--- config.mk ---
export PLATFORM = sky130hd
export DESIGN_NAME = user_counter_top
export DESIGN_NICKNAME = d
export VERILOG_FILES = /design/src/wb_bus_pkg.sv /design/src/counter_pkg.sv /design/src/wb_slave_adapter.sv /design/src/counter_regs.sv /design/src/count_core.sv /design/src/la_probe_mux.sv /design/src/user_counter_top.sv
export SDC_FILE = /design/constraint.sdc
export NUM_CORES = 1
export LEC_CHECK = 0
export BUFFER_PORTS_ARGS = -buffer_cell sky130_fd_sc_hd__buf_2
export CAP_MARGIN = 25
export CORE_AREA = 2 2 204 206
export CTS_BUF_LIST = sky130_fd_sc_hd__clkbuf_4
export DETAILED_ROUTE_END_ITERATION = 12
export DIE_AREA = 0 0 206 208
export GPL_ROUTABILITY_DRIVEN = 0
export GPL_TIMING_DRIVEN = 1
export HOLD_SLACK_MARGIN = 0.06
export PLACE_DENSITY = 0.5
export SETUP_SLACK_MARGIN = 0.4
export SLEW_MARGIN = 20
export SYNTH_ARGS = -nofsm -noshare
export SYNTH_HDL_FRONTEND = slang
export SYNTH_HIERARCHICAL = 1
export SYNTH_SLANG_ARGS = --single-unit
--- constraint.sdc ---
create_clock -name clk -period 3 [get_ports clk]
set_input_delay 0.15 -clock clk [delete_from_list [all_inputs] [get_ports clk]]
set_output_delay 0.15 -clock clk [all_outputs]
set_load 0.01 [all_outputs]
--- src/wb_bus_pkg.sv ---
package wb_bus_pkg;

    // Wishbone bus widths seen by the user area
    localparam int WB_DATA_WIDTH = 32;
    localparam int WB_ADDR_WIDTH = 32;
    localparam int WB_SEL_WIDTH  = WB_DATA_WIDTH / 8;

    // Base of the counter page in the user address space
    localparam logic [WB_ADDR_WIDTH-1:0] CTR_BASE_ADDR = 32'h3000_0000;

    // Register offsets inside the page
    // Read gives the live count, write loads the selected bytes
    localparam logic [7:0] REG_COUNT_OFS   = 8'h00;

    // Enable and interrupt enable
    localparam logic [7:0] REG_CTRL_OFS    = 8'h04;

    // Value the count is matched against
    localparam logic [7:0] REG_COMPARE_OFS = 8'h08;

    // Sticky match flag, write 1 to clear
    localparam logic [7:0] REG_STATUS_OFS  = 8'h0C;

endpackage

--- src/counter_pkg.sv ---
package counter_pkg;

    // Bit positions in CTRL
    localparam int CTRL_ENABLE_BIT = 0;
    localparam int CTRL_IRQ_EN_BIT = 1;

    // Bit positions in STATUS
    localparam int STATUS_MATCH_BIT = 0;

    // Logic analyzer bus layout
    // Width of every LA bus from the management side
    localparam int LA_WIDTH = 128;

    // First probe of the force-load field
    // The field is COUNT_WIDTH probes wide
    localparam int LA_LOAD_LSB = 32;

    // User GPIO pads driven with the count
    localparam int IO_PAD_WIDTH = 16;

endpackage

--- src/wb_slave_adapter.sv ---
`timescale 1ns/1ps

module wb_slave_adapter (
    input  logic                                clk,
    input  logic                                reset,
    // Wishbone slave side
    input  logic                                wbs_cyc_i,
    input  logic                                wbs_stb_i,
    input  logic                                wbs_we_i,
    input  logic [wb_bus_pkg::WB_SEL_WIDTH-1:0]  wbs_sel_i,
    input  logic [wb_bus_pkg::WB_ADDR_WIDTH-1:0] wbs_adr_i,
    input  logic [wb_bus_pkg::WB_DATA_WIDTH-1:0] wbs_dat_i,
    output logic                                wbs_ack_o,
    output logic [wb_bus_pkg::WB_DATA_WIDTH-1:0] wbs_dat_o,
    // Request link to the register block
    output logic                                req_valid_o,
    output logic                                req_write_o,
    output logic [wb_bus_pkg::WB_ADDR_WIDTH-1:0] req_addr_o,
    output logic [wb_bus_pkg::WB_DATA_WIDTH-1:0] req_wdata_o,
    output logic [wb_bus_pkg::WB_SEL_WIDTH-1:0]  req_strb_o,
    input  logic                                req_ready_i,
    // Response link from the register block
    input  logic                                resp_valid_i,
    input  logic [wb_bus_pkg::WB_DATA_WIDTH-1:0] resp_rdata_i
);
    import wb_bus_pkg::*;

    logic bus_active;
    logic accepted_q;

    // A cycle is live while both cyc and stb are held
    assign bus_active = wbs_cyc_i && wbs_stb_i;

    // Set once the current strobe has been taken
    // Cleared as soon as the master drops stb
    always_ff @(posedge clk) begin
        if (reset) begin
            accepted_q <= 1'b0;
        end else if (!bus_active) begin
            accepted_q <= 1'b0;
        end else if (req_valid_o && req_ready_i) begin
            accepted_q <= 1'b1;
        end
    end

    // One request per strobe
    assign req_valid_o = bus_active && !accepted_q;
    assign req_write_o = wbs_we_i;
    assign req_addr_o  = wbs_adr_i;
    assign req_wdata_o = wbs_dat_i;

    // Byte strobes only count on writes
    assign req_strb_o  = wbs_sel_i & {WB_SEL_WIDTH{wbs_we_i}};

    // Response goes straight out as the ack cycle
    assign wbs_ack_o = resp_valid_i;
    // Keep the data bus quiet outside the ack cycle
    assign wbs_dat_o = resp_valid_i ? resp_rdata_i : '0;

endmodule

--- src/counter_regs.sv ---
`timescale 1ns/1ps

module counter_regs #(
    parameter int COUNT_WIDTH = 16
) (
    input  logic                                clk,
    input  logic                                reset,
    // Request link from the bus adapter
    input  logic                                req_valid_i,
    input  logic                                req_write_i,
    input  logic [wb_bus_pkg::WB_ADDR_WIDTH-1:0] req_addr_i,
    input  logic [wb_bus_pkg::WB_DATA_WIDTH-1:0] req_wdata_i,
    input  logic [wb_bus_pkg::WB_SEL_WIDTH-1:0]  req_strb_i,
    output logic                                req_ready_o,
    // Response link back to the adapter
    output logic                                resp_valid_o,
    output logic [wb_bus_pkg::WB_DATA_WIDTH-1:0] resp_rdata_o,
    // Live count from the core
    input  logic [COUNT_WIDTH-1:0]              count_i,
    // Bus load of the count
    output logic                                cnt_wr_en_o,
    output logic [COUNT_WIDTH/8-1:0]            cnt_wr_strb_o,
    output logic [COUNT_WIDTH-1:0]              cnt_wr_data_o,
    // Control and status
    output logic                                enable_o,
    output logic                                match_o,
    output logic                                irq_o
);
    import wb_bus_pkg::*;
    import counter_pkg::*;

    localparam int NUM_BYTES = COUNT_WIDTH / 8;
    // Offset field is as wide as the offset constants
    localparam int OFS_WIDTH = $bits(REG_COUNT_OFS);

    logic                     accept;
    logic                     in_page;
    logic [OFS_WIDTH-1:0]     ofs;
    logic                     wr_count;
    logic                     wr_ctrl;
    logic                     wr_compare;
    logic                     wr_status;
    logic [WB_DATA_WIDTH-1:0] rdata_next;
    logic                     irq_en_q;
    logic [COUNT_WIDTH-1:0]   compare_q;

    // Stall new requests while the response is out
    assign req_ready_o = !resp_valid_o;
    assign accept      = req_valid_i && req_ready_o;

    // Page match against the base, low bits select the register
    assign in_page = req_addr_i[WB_ADDR_WIDTH-1:OFS_WIDTH] ==
                     CTR_BASE_ADDR[WB_ADDR_WIDTH-1:OFS_WIDTH];
    assign ofs     = req_addr_i[OFS_WIDTH-1:0];

    assign wr_count   = accept && req_write_i && in_page && (ofs == REG_COUNT_OFS);
    assign wr_ctrl    = accept && req_write_i && in_page && (ofs == REG_CTRL_OFS);
    assign wr_compare = accept && req_write_i && in_page && (ofs == REG_COMPARE_OFS);
    assign wr_status  = accept && req_write_i && in_page && (ofs == REG_STATUS_OFS);

    // Read-back mux, unmapped offsets read zero
    always_comb begin
        rdata_next = '0;
        if (in_page) begin
            case (ofs)
                REG_COUNT_OFS:   rdata_next[COUNT_WIDTH-1:0] = count_i;
                REG_CTRL_OFS: begin
                    rdata_next[CTRL_ENABLE_BIT] = enable_o;
                    rdata_next[CTRL_IRQ_EN_BIT] = irq_en_q;
                end
                REG_COMPARE_OFS: rdata_next[COUNT_WIDTH-1:0] = compare_q;
                REG_STATUS_OFS:  rdata_next[STATUS_MATCH_BIT] = match_o;
                default:         rdata_next = '0;
            endcase
        end
    end

    // Response pulse and captured read data
    always_ff @(posedge clk) begin
        if (reset) begin
            resp_valid_o <= 1'b0;
        end else begin
            resp_valid_o <= accept;
        end
    end

    always_ff @(posedge clk) begin
        if (accept) begin
            resp_rdata_o <= rdata_next;
        end
    end

    // COUNT load is handed to the core one cycle after accept
    always_ff @(posedge clk) begin
        if (reset) begin
            cnt_wr_en_o <= 1'b0;
        end else begin
            cnt_wr_en_o <= wr_count;
        end
    end

    always_ff @(posedge clk) begin
        if (wr_count) begin
            cnt_wr_strb_o <= req_strb_i[NUM_BYTES-1:0];
            cnt_wr_data_o <= req_wdata_i[COUNT_WIDTH-1:0];
        end
    end

    // CTRL and COMPARE
    always_ff @(posedge clk) begin
        if (reset) begin
            enable_o  <= 1'b0;
            irq_en_q  <= 1'b0;
            compare_q <= '0;
        end else begin
            if (wr_ctrl && req_strb_i[0]) begin
                enable_o <= req_wdata_i[CTRL_ENABLE_BIT];
                irq_en_q <= req_wdata_i[CTRL_IRQ_EN_BIT];
            end
            if (wr_compare) begin
                for (int b = 0; b < NUM_BYTES; b++) begin
                    if (req_strb_i[b]) begin
                        compare_q[b*8 +: 8] <= req_wdata_i[b*8 +: 8];
                    end
                end
            end
        end
    end

    // Sticky match flag, a new match beats a clear in the same cycle
    always_ff @(posedge clk) begin
        if (reset) begin
            match_o <= 1'b0;
        end else if (enable_o && (count_i == compare_q)) begin
            match_o <= 1'b1;
        end else if (wr_status && req_strb_i[0] && req_wdata_i[STATUS_MATCH_BIT]) begin
            match_o <= 1'b0;
        end
    end

    // Interrupt line registered from flag and enable
    always_ff @(posedge clk) begin
        if (reset) begin
            irq_o <= 1'b0;
        end else begin
            irq_o <= match_o && irq_en_q;
        end
    end

endmodule

--- src/count_core.sv ---
`timescale 1ns/1ps

module count_core #(
    parameter int COUNT_WIDTH = 16
) (
    input  logic                     clk,
    input  logic                     reset,
    // Increment enable from CTRL
    input  logic                     enable_i,
    // Bus load, one strobe per byte
    input  logic                     wr_en_i,
    input  logic [COUNT_WIDTH/8-1:0] wr_strb_i,
    input  logic [COUNT_WIDTH-1:0]   wr_data_i,
    // LA force-load
    input  logic [COUNT_WIDTH-1:0]   la_mask_i,
    input  logic [COUNT_WIDTH-1:0]   la_value_i,
    output logic [COUNT_WIDTH-1:0]   count_o
);

    localparam int NUM_BYTES = COUNT_WIDTH / 8;

    logic [COUNT_WIDTH-1:0] wr_merged;
    logic                   la_load;

    // Selected bytes from the bus, the rest kept
    always_comb begin
        wr_merged = count_o;
        for (int b = 0; b < NUM_BYTES; b++) begin
            if (wr_strb_i[b]) begin
                wr_merged[b*8 +: 8] = wr_data_i[b*8 +: 8];
            end
        end
    end

    // Any forced probe turns the LA load on
    assign la_load = |la_mask_i;

    // Bus write, then LA load, then increment
    always_ff @(posedge clk) begin
        if (reset) begin
            count_o <= '0;
        end else if (wr_en_i) begin
            count_o <= wr_merged;
        end else if (la_load) begin
            // Probes that are not forced load as zero
            count_o <= la_mask_i & la_value_i;
        end else if (enable_i) begin
            // Wraps naturally at the top
            count_o <= count_o + 1'b1;
        end
    end

endmodule

--- src/la_probe_mux.sv ---
`timescale 1ns/1ps

module la_probe_mux #(
    parameter int COUNT_WIDTH = 16
) (
    input  logic                            clk,
    input  logic                            reset,
    // LA buses from the management side
    input  logic [counter_pkg::LA_WIDTH-1:0] la_data_in_i,
    input  logic [counter_pkg::LA_WIDTH-1:0] la_oenb_i,
    output logic [counter_pkg::LA_WIDTH-1:0] la_data_out_o,
    // Observed state
    input  logic [COUNT_WIDTH-1:0]          count_i,
    input  logic                            match_i,
    // Force-load to the core
    output logic [COUNT_WIDTH-1:0]          la_mask_o,
    output logic [COUNT_WIDTH-1:0]          la_value_o
);
    import counter_pkg::*;

    // A probe forces its bit when its oenb is low
    always_ff @(posedge clk) begin
        if (reset) begin
            la_mask_o <= '0;
        end else begin
            la_mask_o <= ~la_oenb_i[LA_LOAD_LSB +: COUNT_WIDTH];
        end
    end

    always_ff @(posedge clk) begin
        la_value_o <= la_data_in_i[LA_LOAD_LSB +: COUNT_WIDTH];
    end

    // Count in the low bits, match right above it
    assign la_data_out_o = {{(LA_WIDTH-COUNT_WIDTH-1){1'b0}}, match_i, count_i};

endmodule

--- src/user_counter_top.sv ---
`timescale 1ns/1ps

module user_counter_top #(
    parameter int COUNT_WIDTH = 16
) (
    input  logic                                clk,
    input  logic                                reset,
    // Wishbone slave
    input  logic                                wbs_cyc_i,
    input  logic                                wbs_stb_i,
    input  logic                                wbs_we_i,
    input  logic [wb_bus_pkg::WB_SEL_WIDTH-1:0]  wbs_sel_i,
    input  logic [wb_bus_pkg::WB_ADDR_WIDTH-1:0] wbs_adr_i,
    input  logic [wb_bus_pkg::WB_DATA_WIDTH-1:0] wbs_dat_i,
    output logic                                wbs_ack_o,
    output logic [wb_bus_pkg::WB_DATA_WIDTH-1:0] wbs_dat_o,
    // Logic analyzer
    input  logic [counter_pkg::LA_WIDTH-1:0]     la_data_in_i,
    input  logic [counter_pkg::LA_WIDTH-1:0]     la_oenb_i,
    output logic [counter_pkg::LA_WIDTH-1:0]     la_data_out_o,
    // GPIO pads
    output logic [counter_pkg::IO_PAD_WIDTH-1:0] io_out_o,
    output logic [counter_pkg::IO_PAD_WIDTH-1:0] io_oeb_o,
    // Interrupts, only line 0 has a source
    output logic [2:0]                          irq_o
);
    import wb_bus_pkg::*;
    import counter_pkg::*;

    logic                     req_valid;
    logic                     req_write;
    logic [WB_ADDR_WIDTH-1:0] req_addr;
    logic [WB_DATA_WIDTH-1:0] req_wdata;
    logic [WB_SEL_WIDTH-1:0]  req_strb;
    logic                     req_ready;
    logic                     resp_valid;
    logic [WB_DATA_WIDTH-1:0] resp_rdata;

    logic                     cnt_wr_en;
    logic [COUNT_WIDTH/8-1:0] cnt_wr_strb;
    logic [COUNT_WIDTH-1:0]   cnt_wr_data;
    logic [COUNT_WIDTH-1:0]   la_mask;
    logic [COUNT_WIDTH-1:0]   la_value;
    logic [COUNT_WIDTH-1:0]   count;
    logic                     enable;
    logic                     match;
    logic                     irq_match;

    // Count padded so the pad slice exists for any width
    logic [IO_PAD_WIDTH+COUNT_WIDTH-1:0] count_ext;

    wb_slave_adapter u_adapter (
        .clk          (clk),
        .reset        (reset),
        .wbs_cyc_i    (wbs_cyc_i),
        .wbs_stb_i    (wbs_stb_i),
        .wbs_we_i     (wbs_we_i),
        .wbs_sel_i    (wbs_sel_i),
        .wbs_adr_i    (wbs_adr_i),
        .wbs_dat_i    (wbs_dat_i),
        .wbs_ack_o    (wbs_ack_o),
        .wbs_dat_o    (wbs_dat_o),
        .req_valid_o  (req_valid),
        .req_write_o  (req_write),
        .req_addr_o   (req_addr),
        .req_wdata_o  (req_wdata),
        .req_strb_o   (req_strb),
        .req_ready_i  (req_ready),
        .resp_valid_i (resp_valid),
        .resp_rdata_i (resp_rdata)
    );

    counter_regs #(
        .COUNT_WIDTH (COUNT_WIDTH)
    ) u_regs (
        .clk           (clk),
        .reset         (reset),
        .req_valid_i   (req_valid),
        .req_write_i   (req_write),
        .req_addr_i    (req_addr),
        .req_wdata_i   (req_wdata),
        .req_strb_i    (req_strb),
        .req_ready_o   (req_ready),
        .resp_valid_o  (resp_valid),
        .resp_rdata_o  (resp_rdata),
        .count_i       (count),
        .cnt_wr_en_o   (cnt_wr_en),
        .cnt_wr_strb_o (cnt_wr_strb),
        .cnt_wr_data_o (cnt_wr_data),
        .enable_o      (enable),
        .match_o       (match),
        .irq_o         (irq_match)
    );

    count_core #(
        .COUNT_WIDTH (COUNT_WIDTH)
    ) u_core (
        .clk        (clk),
        .reset      (reset),
        .enable_i   (enable),
        .wr_en_i    (cnt_wr_en),
        .wr_strb_i  (cnt_wr_strb),
        .wr_data_i  (cnt_wr_data),
        .la_mask_i  (la_mask),
        .la_value_i (la_value),
        .count_o    (count)
    );

    la_probe_mux #(
        .COUNT_WIDTH (COUNT_WIDTH)
    ) u_la (
        .clk           (clk),
        .reset         (reset),
        .la_data_in_i  (la_data_in_i),
        .la_oenb_i     (la_oenb_i),
        .la_data_out_o (la_data_out_o),
        .count_i       (count),
        .match_i       (match),
        .la_mask_o     (la_mask),
        .la_value_o    (la_value)
    );

    assign count_ext = {{IO_PAD_WIDTH{1'b0}}, count};

    // Pad stage, low count bits out and drivers on after reset
    always_ff @(posedge clk) begin
        if (reset) begin
            io_out_o <= '0;
            io_oeb_o <= '1;
        end else begin
            io_out_o <= count_ext[IO_PAD_WIDTH-1:0];
            io_oeb_o <= '0;
        end
    end

    // Lines 1 and 2 have no source
    assign irq_o = {2'b00, irq_match};

endmodule

## After elaboration in Yosys (flattened, before gate mapping)

Index checks and enable logic that the tools add are counted.
W data, S select, Z words.

- Add/subtract/negate cells: 1
- Equality and inequality tests: 7
- Mux-type cells: 12
- Bitwise logic cells: 4
- Reduce and logical (&&, ||, !) cells: 25

Operators with widths:

| kind | count |
|---|---|
| $mux W16 | 4 |
| $mux W32 | 1 |
| $pmux W14 S2 | 1 |
| $eq A24 B22 Y1 const B | 1 |
| $add A16 B1 Y16 const B | 1 |
| $and A16 B16 Y16 | 1 |
| $eq A16 B16 Y1 | 1 |
| $eq A8 B4 Y1 const B | 2 |
| $mux W8 | 2 |
| $not A16 Y16 | 1 |
| $reduce_or A16 Y1 | 1 |
| $logic_and A1 B1 Y1 | 14 |
| $eq A8 B3 Y1 const B | 1 |
| $logic_not A8 Y1 | 1 |
| $reduce_and A2 Y1 | 4 |
| $ne A2 B2 Y1 const B | 2 |
| $pmux W1 S4 | 1 |
| $pmux W1 S3 | 1 |
| $reduce_bool A3 Y1 | 1 |
| $and A2 B2 Y2 | 1 |
| $logic_not A1 Y1 | 2 |
| $mux W1 | 2 |
| $reduce_bool A2 Y1 | 1 |
| $reduce_or A2 Y1 | 1 |
| $not A1 Y1 | 1 |

- Register bits: 153
- Input bits: 329
- Output and inout port bits: 196
- Logic and storage cells: 68

## Logic depth before layout (Yosys ltp)

Gate-level depths: netlist (run 1).

- Word-level depth: 10
- Mapped depth: 7
- Mapped depth without buffers: 7

## By module

Netlist (run 1), hierarchy kept.

By module, submodules not included:

| module | instances | cells each | area each (um2) | seq. area each (um2) |
|---|---|---|---|---|
| counter_regs | 1 | 210 | 2587.5 | 1461.4 |
| la_probe_mux | 1 | 179 | 1771.7 | 640.6 |
| count_core | 1 | 165 | 1221.2 | 320.3 |
| wb_slave_adapter | 1 | 110 | 812.0 | 20.0 |
| user_counter_top | 1 | 53 | 623.1 | 340.3 |

## Least setup slack after synthesis (run 1)

Ideal clock, no wire load.

- Path kind: register -> register
- Start point: register u_adapter.accepted_q
- End point: register u_regs.cnt_wr_data_o[0] (enable)
- Setup time: 0.416 ns
- Arrival: 2.803 ns
- Data required time: 2.584 ns
- Path slack: -0.219 ns
- Stages on the path, launching flop included: 5
- Path buffers: 0
- Period minus slack after synthesis: 3.219 ns
- Cells stage by stage: dfxtp_1 nor2_1 nor2b_1 nand2_1 nor3_1

- Cells in the longest elaborated chain, start to end: 6

Ends and longest elaborated chain:

| element | RTL line | RTL |
|---|---|---|
| start: declaration | wb_slave_adapter.sv:29 | `logic accepted_q;` |
| start signal: assignment | wb_slave_adapter.sv:38 | `accepted_q <= 1'b0;` |
| start signal: assignment | wb_slave_adapter.sv:40 | `accepted_q <= 1'b0;` |
| start signal: assignment | wb_slave_adapter.sv:42 | `accepted_q <= 1'b1;` |
| $logic_not A1 Y1 | wb_slave_adapter.sv:47 | `assign req_valid_o = bus_active && !accepted_q;` |
| $logic_and A1 B1 Y1 | wb_slave_adapter.sv:47 |  |
| named net req_valid | user_counter_top.sv:30 | `logic req_valid;` |
| $logic_and A1 B1 Y1 | counter_regs.sv:49 | `assign accept = req_valid_i && req_ready_o;` |
| named net u_regs.accept | counter_regs.sv:36 | `logic accept;` |
| $logic_and A1 B1 Y1 (3 in a row) | counter_regs.sv:56 | `assign wr_count = accept && req_write_i && in_page && (ofs == REG_COUNT_OFS);` |
| named net u_regs.wr_count | counter_regs.sv:39 | `logic wr_count;` |
| end signal: assignment | counter_regs.sv:105 | `cnt_wr_data_o <= req_wdata_i[COUNT_WIDTH-1:0];` |
| end: declaration | counter_regs.sv:23 | `output logic [COUNT_WIDTH-1:0] cnt_wr_data_o,` |

The timed path passes the listed nets, and every way through them passes these cells.
A chain may end at the register's enable or synchronous reset.

## Final worst setup path (run 1)

- Start point: input port wbs_we_i
- End point: register u_regs.enable_o

- Elaborated cells between the ends (all ways): 5
- Those cells by class: 1 x bitwise; 4 x reduce/logical

RTL lines:

| element | RTL line | RTL |
|---|---|---|
| start: declaration | user_counter_top.sv:11 | `input logic wbs_we_i,` |
| $and A2 B2 Y2 | wb_slave_adapter.sv:53 | `assign req_strb_o = wbs_sel_i & {WB_SEL_WIDTH{wbs_we_i}};` |
| named net req_strb[0] | user_counter_top.sv:34 | `logic [WB_SEL_WIDTH-1:0] req_strb;` |
| $logic_and A1 B1 Y1 | counter_regs.sv:116 | `if (wr_ctrl && req_strb_i[0]) begin` |
| end signal: assignment | counter_regs.sv:117 | `enable_o <= req_wdata_i[CTRL_ENABLE_BIT];` |
| end: declaration | counter_regs.sv:25 | `output logic enable_o,` |

The timed path passes the listed nets, and every way through them passes these cells.

==> results of run 1 <==
path summary, 6_finish.rpt:
check / start / endpoint / slack, ns / cells past startpoint
setup / recovery: wbs_we_i / u_regs/enable_o / 0.75 / 8
hold / removal: reset / u_regs/compare_q[14] / 0.15 / 2
setup reg to reg: u_adapter/accepted_q / u_regs/enable_o / 0.83 / 7
hold reg to reg: u_regs/irq_en_q / u_regs/irq_o / 0.47 / 2
metrics by stage:
stage | total power [mW] | utilization (%) | hold WS (ns) | worst slack [ns] | area [um^2]
2_1_floorplan | 2.16 | - | 0.178 | 0.573 | 7360
3_3_place_gp | 2.10 | 17.7 | 0.254 | 0.870 | 7180
3_5_place_dp | 2.10 | 17.7 | 0.254 | 0.826 | 7180
4_1_cts | 3.46 | 19.9 | 0.0949 | 0.864 | 8050
5_1_grt | 3.55 | 19.9 | 0.108 | 0.695 | 8060
6_report | 3.38 | 19.9 | 0.149 | 0.755 | 8060
power breakdown:
| part | switching [mW] | leakage, nW | internal (mW) |
|---|---|---|---|
| sequential | 0.0329 | 1.04 | 1.73 |
| combinational | 0.210 | 2.25 | 0.155 |
| clock | 0.728 | 0.162 | 0.524 |
| total | 0.971 | 3.46 | 2.41 |
state kept, by name, summed over array words and instances (netlist names):
name,count
u_regs/resp_rdata_o,16
u_regs/enable_o,1
io_out_o,16
u_regs/cnt_wr_strb_o,2
u_adapter/accepted_q,1
io_oeb_o,1
u_regs/compare_q,16
u_regs/resp_valid_o,1
u_regs/match_o,1
u_la/la_value_o,16
u_core/count_o,16
u_regs/cnt_wr_en_o,1
u_regs/irq_en_q,1
u_regs/cnt_wr_data_o,16
u_la/la_mask_o,16
u_regs/irq_o,1
cell type report:
type,count,area [um^2]
Multi-Input combinational cell,459,2820
Timing Repair Buffer,225,1450
Fill cell,4521,32500
Clock inverter,14,159
Antenna cell,3,7.51
Inverter,8,30.0
Clock buffer,18,135
Tap cell,532,666
Sequential cell,122,2780
timing repair:
item,4_1_cts,5_1_grt
hold buffers,58,0
endpoints found under the hold margin,71,0
endpoints found under the setup margin,0,0
critical path: stages:
cell and delay, ns:
dlygate4sd3_1 0.52, buf_2 0.14, and2_1 0.26, nand3b_1 0.10, dlygate4sd3_1 0.58, nor4_2 0.15
dlygate4sd3_1 0.66, mux2i_1 0.19
layer usage:
metal	vias to the layer above	GRT usage, %	part of all wire, %
met5	-	0	0
met4	0	2.00	0.65
met3	8	2.68	5.9
met2	198	15.9	51
met1	2228	10.6	42
li1	2314	-	-
placed cells by master (no fill, tap or decap), types with 5 or more instances in the layout:
cell	count
conb_1	129
clkbuf_4	18
nor3_1	5
dlygate4sd3_1	58
nand3_1	8
nor2_1	58
inv_1	8
nand4_1	8
o41ai_1	6
buf_4	15
nor4_1	12
nor2b_2	8
nor2_4	10
a22oi_1	14
nor2b_1	5
and2_2	32
a221oi_1	7
nand2b_1	7
inv_6	6
a21oi_1	14
and2b_2	6
buf_2	152
mux2i_1	19
xor2_1	21
nand2_1	24
dfxtp_1	88
nand3b_1	7
edfxtp_1	34
==> impl_metrics.py, run 1 <==
metrics = {
    "floorplan": {
        "die_x_um": 206,
        "rows": 74,
        "initial_utilization_pct": 17.0,
        "ios": 525,
        "die_y_um": 208,
        "die_area_um2": 42800,
        "core_um2": 40600,
    },
    "yosys": {
        "synthCells": 699,
        "synth.avg_cell_area_um2": 9.85,
        "synthesis.area_um2": 6880,
        "ys_warn_count": 6,
    },
    "detailed_routing": {
        "ant_nets": 0,
        "first_pass_iters": 4,
        "vias_per_cell": 3.44,
        "dr.first_iter.drc_count": 217,
        "wirelength_um": 19300,
        "vias": 4748,
        "drc": 0,
        "wl_per_cell_um": 14.0,
    },
    "clock_network": {
        "clk_latency_ns": 0.56,
        "numCtsBuffers": 17,
        "cts_tree": "done",
        "cts_resized": 0,
        "cts_sinks": 122,
        "htree_levels": 4,
        "cts_setup_buffers": 0,
        "cts-root-buf": "clkbuf_4",
        "clockBufferDepth": 2,
        "clk_pin_slew_ns": 0.14,
    },
    "cells_and_area": {
        "layout-area-overhead-vs-synth_pct": 17.1,
        "layout.cells.non_filler": 1381,
        "layout-drive-gt1-share_pct": 31.8,
        "fin_nets": 1163,
    },
    "placement": {
        "dpl.hpwl_um": 15000,
        "io_buffers": 153,
        "place_inst": 1288,
    },
    "sta": {
        "fin_crit_sh_pct": 74.8,
        "final_hold_viol_count": 0,
        "finalSetupViolCount": 0,
        "slew_headroom_pct": 43.1,
        "post-route-min-period_ns": 2.25,
        "skew_ns": 0.0243,
        "rsz0062_at_grt": "false",
        "slew_viol_final": 0,
        "fin_tns_setup_ns": 0,
        "clock.fmax_mhz": 445,
        "worst_slew_pin_slew_ns": 0.846,
    },
    "worst_setup_path": {
        "cp.required_ns": 3.50,
        "crit_fanout": 4,
        "critPathCaptureType": "flop",
        "cp-start-kind": "input port",
        "critPathKind": "in -> reg",
        "critPathArrivalTime_ns": 2.75,
    },
    "global_route": {
        "grt_overflow_total": 0,
        "grt_pass1_wl_um": 27900,
        "antenna_found_initial": 4,
        "grt_max_degree": 65,
        "grt_pass1_vias": 4537,
        "grtUsageTotal_pct": 8.98,
    },
    "outcome": {
        "status": "complete, no violations",
    },
    "job": {
        "drv_cap": 0,
    },
    "pwr": {
        "ir_worst_vdd_uv": 221,
        "leakage_nw": 3.46,
        "powerDensity_nw_per_um2": 419,
    },
    "min_path": {
        "hold_class": "in -> reg",
    },
}
Note: power is estimated with default switching activity, not from simulation.
==> run 2: changes to the inputs <==
clock period = 1.95 ns   (was 3 ns; I/O delays follow)
==> run 2 against run 1 <==
Clock skew hardly changed. Utilization rose by 2.7 points. Final cell count rose by 4.2%. Sequential power rose by 54%. Global-route usage rose by 1.0 points. Routed wire length rose by 13%.
==> impl_metrics.py, run 2 (same netlist as run 1, synthesis figures left out) <==
metrics = {
    "outcome": {
        "status": "complete, no violations",
    },
    "global_route": {
        "grt_pass1_vias": 4948,
        "grtUsageTotal_pct": 10.0,
        "grt_max_degree": 35,
        "grt_pass1_wl_um": 31100,
        "antenna_found_initial": 7,
        "grt_overflow_total": 0,
    },
    "sta": {
        "setup_slack_ns": 0.174,
        "final_hold_viol_count": 0,
        "finalSetupViolCount": 0,
        "post-route-min-period_ns": 1.78,
        "skew_ns": 0.0243,
        "fin_tns_setup_ns": 0,
        "fin_crit_sh_pct": 91.1,
        "slew_viol_final": 0,
        "clock.fmax_mhz": 563,
        "rsz0062_at_grt": "true",
    },
    "detailed_routing": {
        "vias_per_cell": 3.59,
        "drc": 0,
        "first_pass_iters": 5,
        "ant_nets": 0,
        "dr.first_iter.drc_count": 192,
        "wl_per_cell_um": 15.2,
        "vias": 5171,
        "wirelength_um": 21800,
    },
    "pwr": {
        "p_sw_mw": 1.46,
        "pwr-share-comb_pct": 12.9,
        "powerDensity_nw_per_um2": 584,
        "p_int_mw": 3.89,
        "power_frac_clock_pct": 36.4,
        "p_seq_share_pct": 50.6,
        "swShare_pct": 27.3,
        "ir_worst_vdd_uv": 404,
        "leakage_nw": 3.94,
    },
    "worst_setup_path": {
        "cp-startpoint": "u_la/la_mask_o[3]",
        "r2r-start": "u_la/la_mask_o[3]",
        "crit_fanout": 7,
        "cp_top_family": "simple AND/OR/NAND/NOR gates",
        "critPathKind": "reg -> reg",
        "cp_num_buf_inv": 3,
        "critical_path.most_common_cell": "buf_6",
        "max_stage_delay_ns": 0.35,
        "crit_chain": "nor4_4, buf_4, nand4_1, buf_6, o21ai_4, buf_6, or3_1, a21oi_1",
        "critPathArrivalTime_ns": 2.19,
        "critPathSlowestCell": "dfxtp_2",
        "critPathCaptureType": "flop",
        "cp-start-kind": "flop",
        "cp.required_ns": 2.37,
    },
    "clock_network": {
        "cts-root-buf": "clkbuf_4",
        "cts_tree": "done",
        "clockBufferDepth": 2,
        "ctsHoldBuffers": 60,
        "clk_pin_slew_ns": 0.11,
        "cts_sinks": 122,
        "numCtsBuffers": 17,
        "htree_levels": 4,
        "clk_latency_ns": 0.56,
    },
    "placement": {
        "dpl.hpwl_um": 16100,
        "place_inst": 1321,
        "io_buffers": 153,
        "dpl_worst_slack_ns": 0.0192,
        "dpl_cell_area_um2": 7510,
    },
    "cells_and_area": {
        "fin_nets": 1221,
        "layout-area-overhead-vs-synth_pct": 33.0,
        "final_cell_area_um2": 9150,
        "layout-drive-gt1-share_pct": 41.5,
        "layout.cells.non_filler": 1439,
        "final_common_cell": "buf_2",
        "mostFrequentLayoutCells": "buf_2 (135), conb_1 (129), dfxtp_1 (70)",
    },
    "floorplan": {
        "die_y_um": 208,
        "die_area_um2": 42800,
        "ios": 525,
        "rows": 74,
        "die_x_um": 206,
        "initial_utilization_pct": 17.0,
        "core_um2": 40600,
    },
    "min_path": {
        "hold_class": "in -> reg",
        "min_from": "wbs_adr_i[0]",
    },
    "job": {
        "drv_cap": 0,
    },
}
==> run 2: changes by cell type in the layout (fill, tap and decap cells not counted), sizes merged, moves of 2 or more <==
cell and delta:
clkinv +3, dlygate4sd3 +2, inv -6, buf +55
==> run 2: metal layers <==
metal | global-route usage [%] | wire (um) | vias to the layer above
li1 | - | - | 2436
met1 | 13.1 | 9810 | 2442
met2 | 16.1 | 10200 | 268
met3 | 2.66 | 1480 | 23
met4 | 2.71 | 346 | 2
met5 | 0 | 13 | -
==> run 2: worst paths after layout <==
kind	endpoint	depth (start not counted)	slack, ns
worst max-delay path	u_core/count_o[3]	8	0.17
worst min-delay path	u_regs/cnt_wr_en_o	6	0.09
worst min register to register	u_regs/irq_o	2	0.46
worst max register to register	u_core/count_o[3]	8	0.17
==> run 2: layout make-up <==
cell class / count / area, um^2
well taps: 532 / 666
fillers: 4404 / 31400
clock inverters: 13 / 151
clock buffers: 19 / 143
diodes: 3 / 7.51
multi-input cells: 459 / 3070
inverters: 8 / 30.0
repair buffers: 283 / 2270
flip-flops and latches: 122 / 2820
==> run 2: metrics by stage <==
stage | util [%] | hold WS (ns) | power, mW
2_1_floorplan | - | 0.125 | 3.34
4_1_cts | 22.2 | 0.0524 | 5.41
5_1_grt | 22.6 | 0.0478 | 5.62
3_3_place_gp | 18.5 | 0.202 | 3.27
3_5_place_dp | 18.5 | 0.201 | 3.27
6_report | 22.6 | 0.0875 | 5.35
==> run 2: worst min-delay path: stages <==
cell,delay [ns]
buf_2,0.08
nor4_2,0.03
nand2_2,0.08
or3_4,0.14
nor4_1,0.05
buf_4,0.12
==> run 2: power by group through the flow <==
stage	logic [mW]	clock network (mW)	registers, mW
2_1_floorplan	0.587	0	2.75
3_3_place_gp	0.508	0	2.76
3_5_place_dp	0.511	0	2.76
4_1_cts	0.680	2.01	2.71
5_1_grt	0.758	2.14	2.72
6_report	0.692	1.95	2.71
==> run 2: repair_timing <==
action / in CTS / in global routing
endpoints found under the hold margin: 73 / 1
pin swaps: 18 / 13
cloned: 7 / 1
setup endpoints to repair: 86 / 74
setup buffers: 13 / 2
resized for setup: 89 / 29
==> run 3: changes to the inputs <==
CORE_AREA = 2 2 203 205   (was 2 2 204 206)
DIE_AREA = 0 0 205 207   (was 0 0 206 208)
PLACE_DENSITY = 0.51   (was 0.5)
==> run 3 against run 2 <==
Setup slack worse by 0.0014 ns. Critical path type unchanged. Clock power down 6%. Largest power group unchanged. Global-route usage down 0.14 points. Final area down 1.5%. Via count down 1.3%. Count of clock-buffer cells in the layout down 1.
==> impl_metrics.py, run 3 (same netlist as run 1, synthesis figures left out) <==
metrics = {
    "sta": {
        "post-route-min-period_ns": 1.78,
        "skew_ns": 0.0261,
        "rsz0062_at_grt": "true",
        "clock.fmax_mhz": 563,
        "fin_crit_sh_pct": 91.1,
        "slew_viol_final": 0,
        "setup_slack_ns": 0.173,
        "finalSetupViolCount": 0,
        "final_hold_viol_count": 0,
    },
    "clock_network": {
        "clk_latency_ns": 0.57,
        "numCtsBuffers": 17,
        "cts_tree": "done",
        "htree_levels": 4,
        "clockBufferDepth": 2,
        "clk_pin_slew_ns": 0.13,
        "cts_sinks": 122,
        "ctsHoldBuffers": 57,
        "cts-root-buf": "clkbuf_4",
    },
    "floorplan": {
        "rows": 74,
        "core_um2": 40400,
        "ios": 525,
        "initial_utilization_pct": 17.0,
        "die_x_um": 205,
        "die_area_um2": 42400,
        "die_y_um": 207,
    },
    "worst_setup_path": {
        "crit_fanout": 7,
        "critPathArrivalTime_ns": 2.23,
        "cp-start-kind": "flop",
        "critPathCaptureType": "flop",
        "critPathKind": "reg -> reg",
        "cp.required_ns": 2.40,
        "r2r_cells": 8,
    },
    "outcome": {
        "status": "complete, no violations",
    },
    "placement": {
        "dpl.hpwl_um": 15900,
        "dpl_cell_area_um2": 7520,
        "io_buffers": 153,
        "dpl_worst_slack_ns": 0.0403,
    },
    "global_route": {
        "grt-busiest-layer": "met2",
        "antenna_found_initial": 3,
        "grtUsageTotal_pct": 9.86,
        "grt_util_met3_pct": 3.79,
        "grt_pass1_wl_um": 30700,
        "grt_pass1_vias": 4989,
        "grt_max_degree": 62,
        "grt.met2_usage_pct": 16.0,
        "grt_overflow_total": 0,
        "grt_use_met1_pct": 12.2,
    },
    "cells_and_area": {
        "fin_nets": 1210,
        "final_cell_area_um2": 9020,
        "final_common_cell": "buf_2",
        "mostFrequentLayoutCells": "buf_2 (136), conb_1 (129), dfxtp_1 (67)",
        "layout-area-overhead-vs-synth_pct": 31.0,
        "layout-drive-gt1-share_pct": 42.0,
    },
    "job": {
        "drv_cap": 0,
    },
    "pwr": {
        "leakage_nw": 3.85,
        "ir_worst_vdd_uv": 296,
        "p_total_mw": 5.21,
        "powerDensity_nw_per_um2": 578,
    },
    "detailed_routing": {
        "ant_nets": 0,
        "drc": 0,
        "first_pass_iters": 4,
        "dr.first_iter.drc_count": 355,
        "vias_per_cell": 3.58,
        "vias": 5106,
        "wirelength_um": 21600,
        "wl_per_cell_um": 15.1,
    },
    "min_path": {
        "hold_class": "in -> reg",
        "holdPathStages": 6,
    },
}
==> run 3: final timing paths <==
check	start	to	slack, ns
setup reg to reg	u_la/la_mask_o[4]	u_core/count_o[3]	0.17
hold reg to reg	u_regs/irq_en_q	u_regs/irq_o	0.46
setup / recovery	u_la/la_mask_o[4]	u_core/count_o[3]	0.17
hold / removal	wbs_adr_i[7]	u_regs/cnt_wr_en_o	0.07
==> run 3: worst max-delay path, cell delays in order (launching register included) <==
cell,delay (ns)
dfxtp_1,0.36
nor4_4,0.27
buf_4,0.16
nand4_1,0.17
buf_6,0.21
o21ai_4,0.17
buf_6,0.16
or3_4,0.13
a21oi_2,0.04
==> run 3: what timing repair did <==
item,in CTS,in global routing
setup endpoints to repair,72,88
hold endpoints to repair,80,1
gates cloned,2,6
pin swaps,8,14
setup buffers,4,4
gates resized for setup,69,56
==> run 3: per-layer routing <==
| layer | vias up | share of wire (%) |
|---|---|---|
| li1 | 2413 | - |
| met1 | 2423 | 42 |
| met2 | 244 | 47 |
| met3 | 24 | 8.7 |
| met4 | 2 | 1.6 |
| met5 | - | 0.088 |
==> run 3: metrics by stage <==
step           TNS [ns]  cells  util, %  hold slack, ns
3_3_place_gp          0   1320     18.6           0.202
5_1_grt               0   1426     22.3          0.0543
6_report              0   1426     22.3          0.0728
4_1_cts               0   1415     21.5          0.0568
3_5_place_dp          0   1320     18.6           0.202
2_1_floorplan    -0.871    825        -           0.125
==> run 3: report_power, final <==
| group | switching (mW) | leakage, nW | internal [mW] | total, mW |
|---|---|---|---|---|
| Combinational | 0.363 | 2.66 | 0.309 | 0.672 |
| Clock | 1.16 | 0.139 | 0.674 | 1.83 |
| Sequential | 0.0503 | 1.05 | 2.66 | 2.71 |
==> run 3: area by class of cell <==
class	count	area, um^2
clock buffers	18	135
multi-input cells	459	3100
clock inverters	14	140
fillers	4431	31400
flip-flops and latches	122	2820
repair buffers	272	2120
diodes	1	2.50
inverters	8	30.0
well taps	532	666
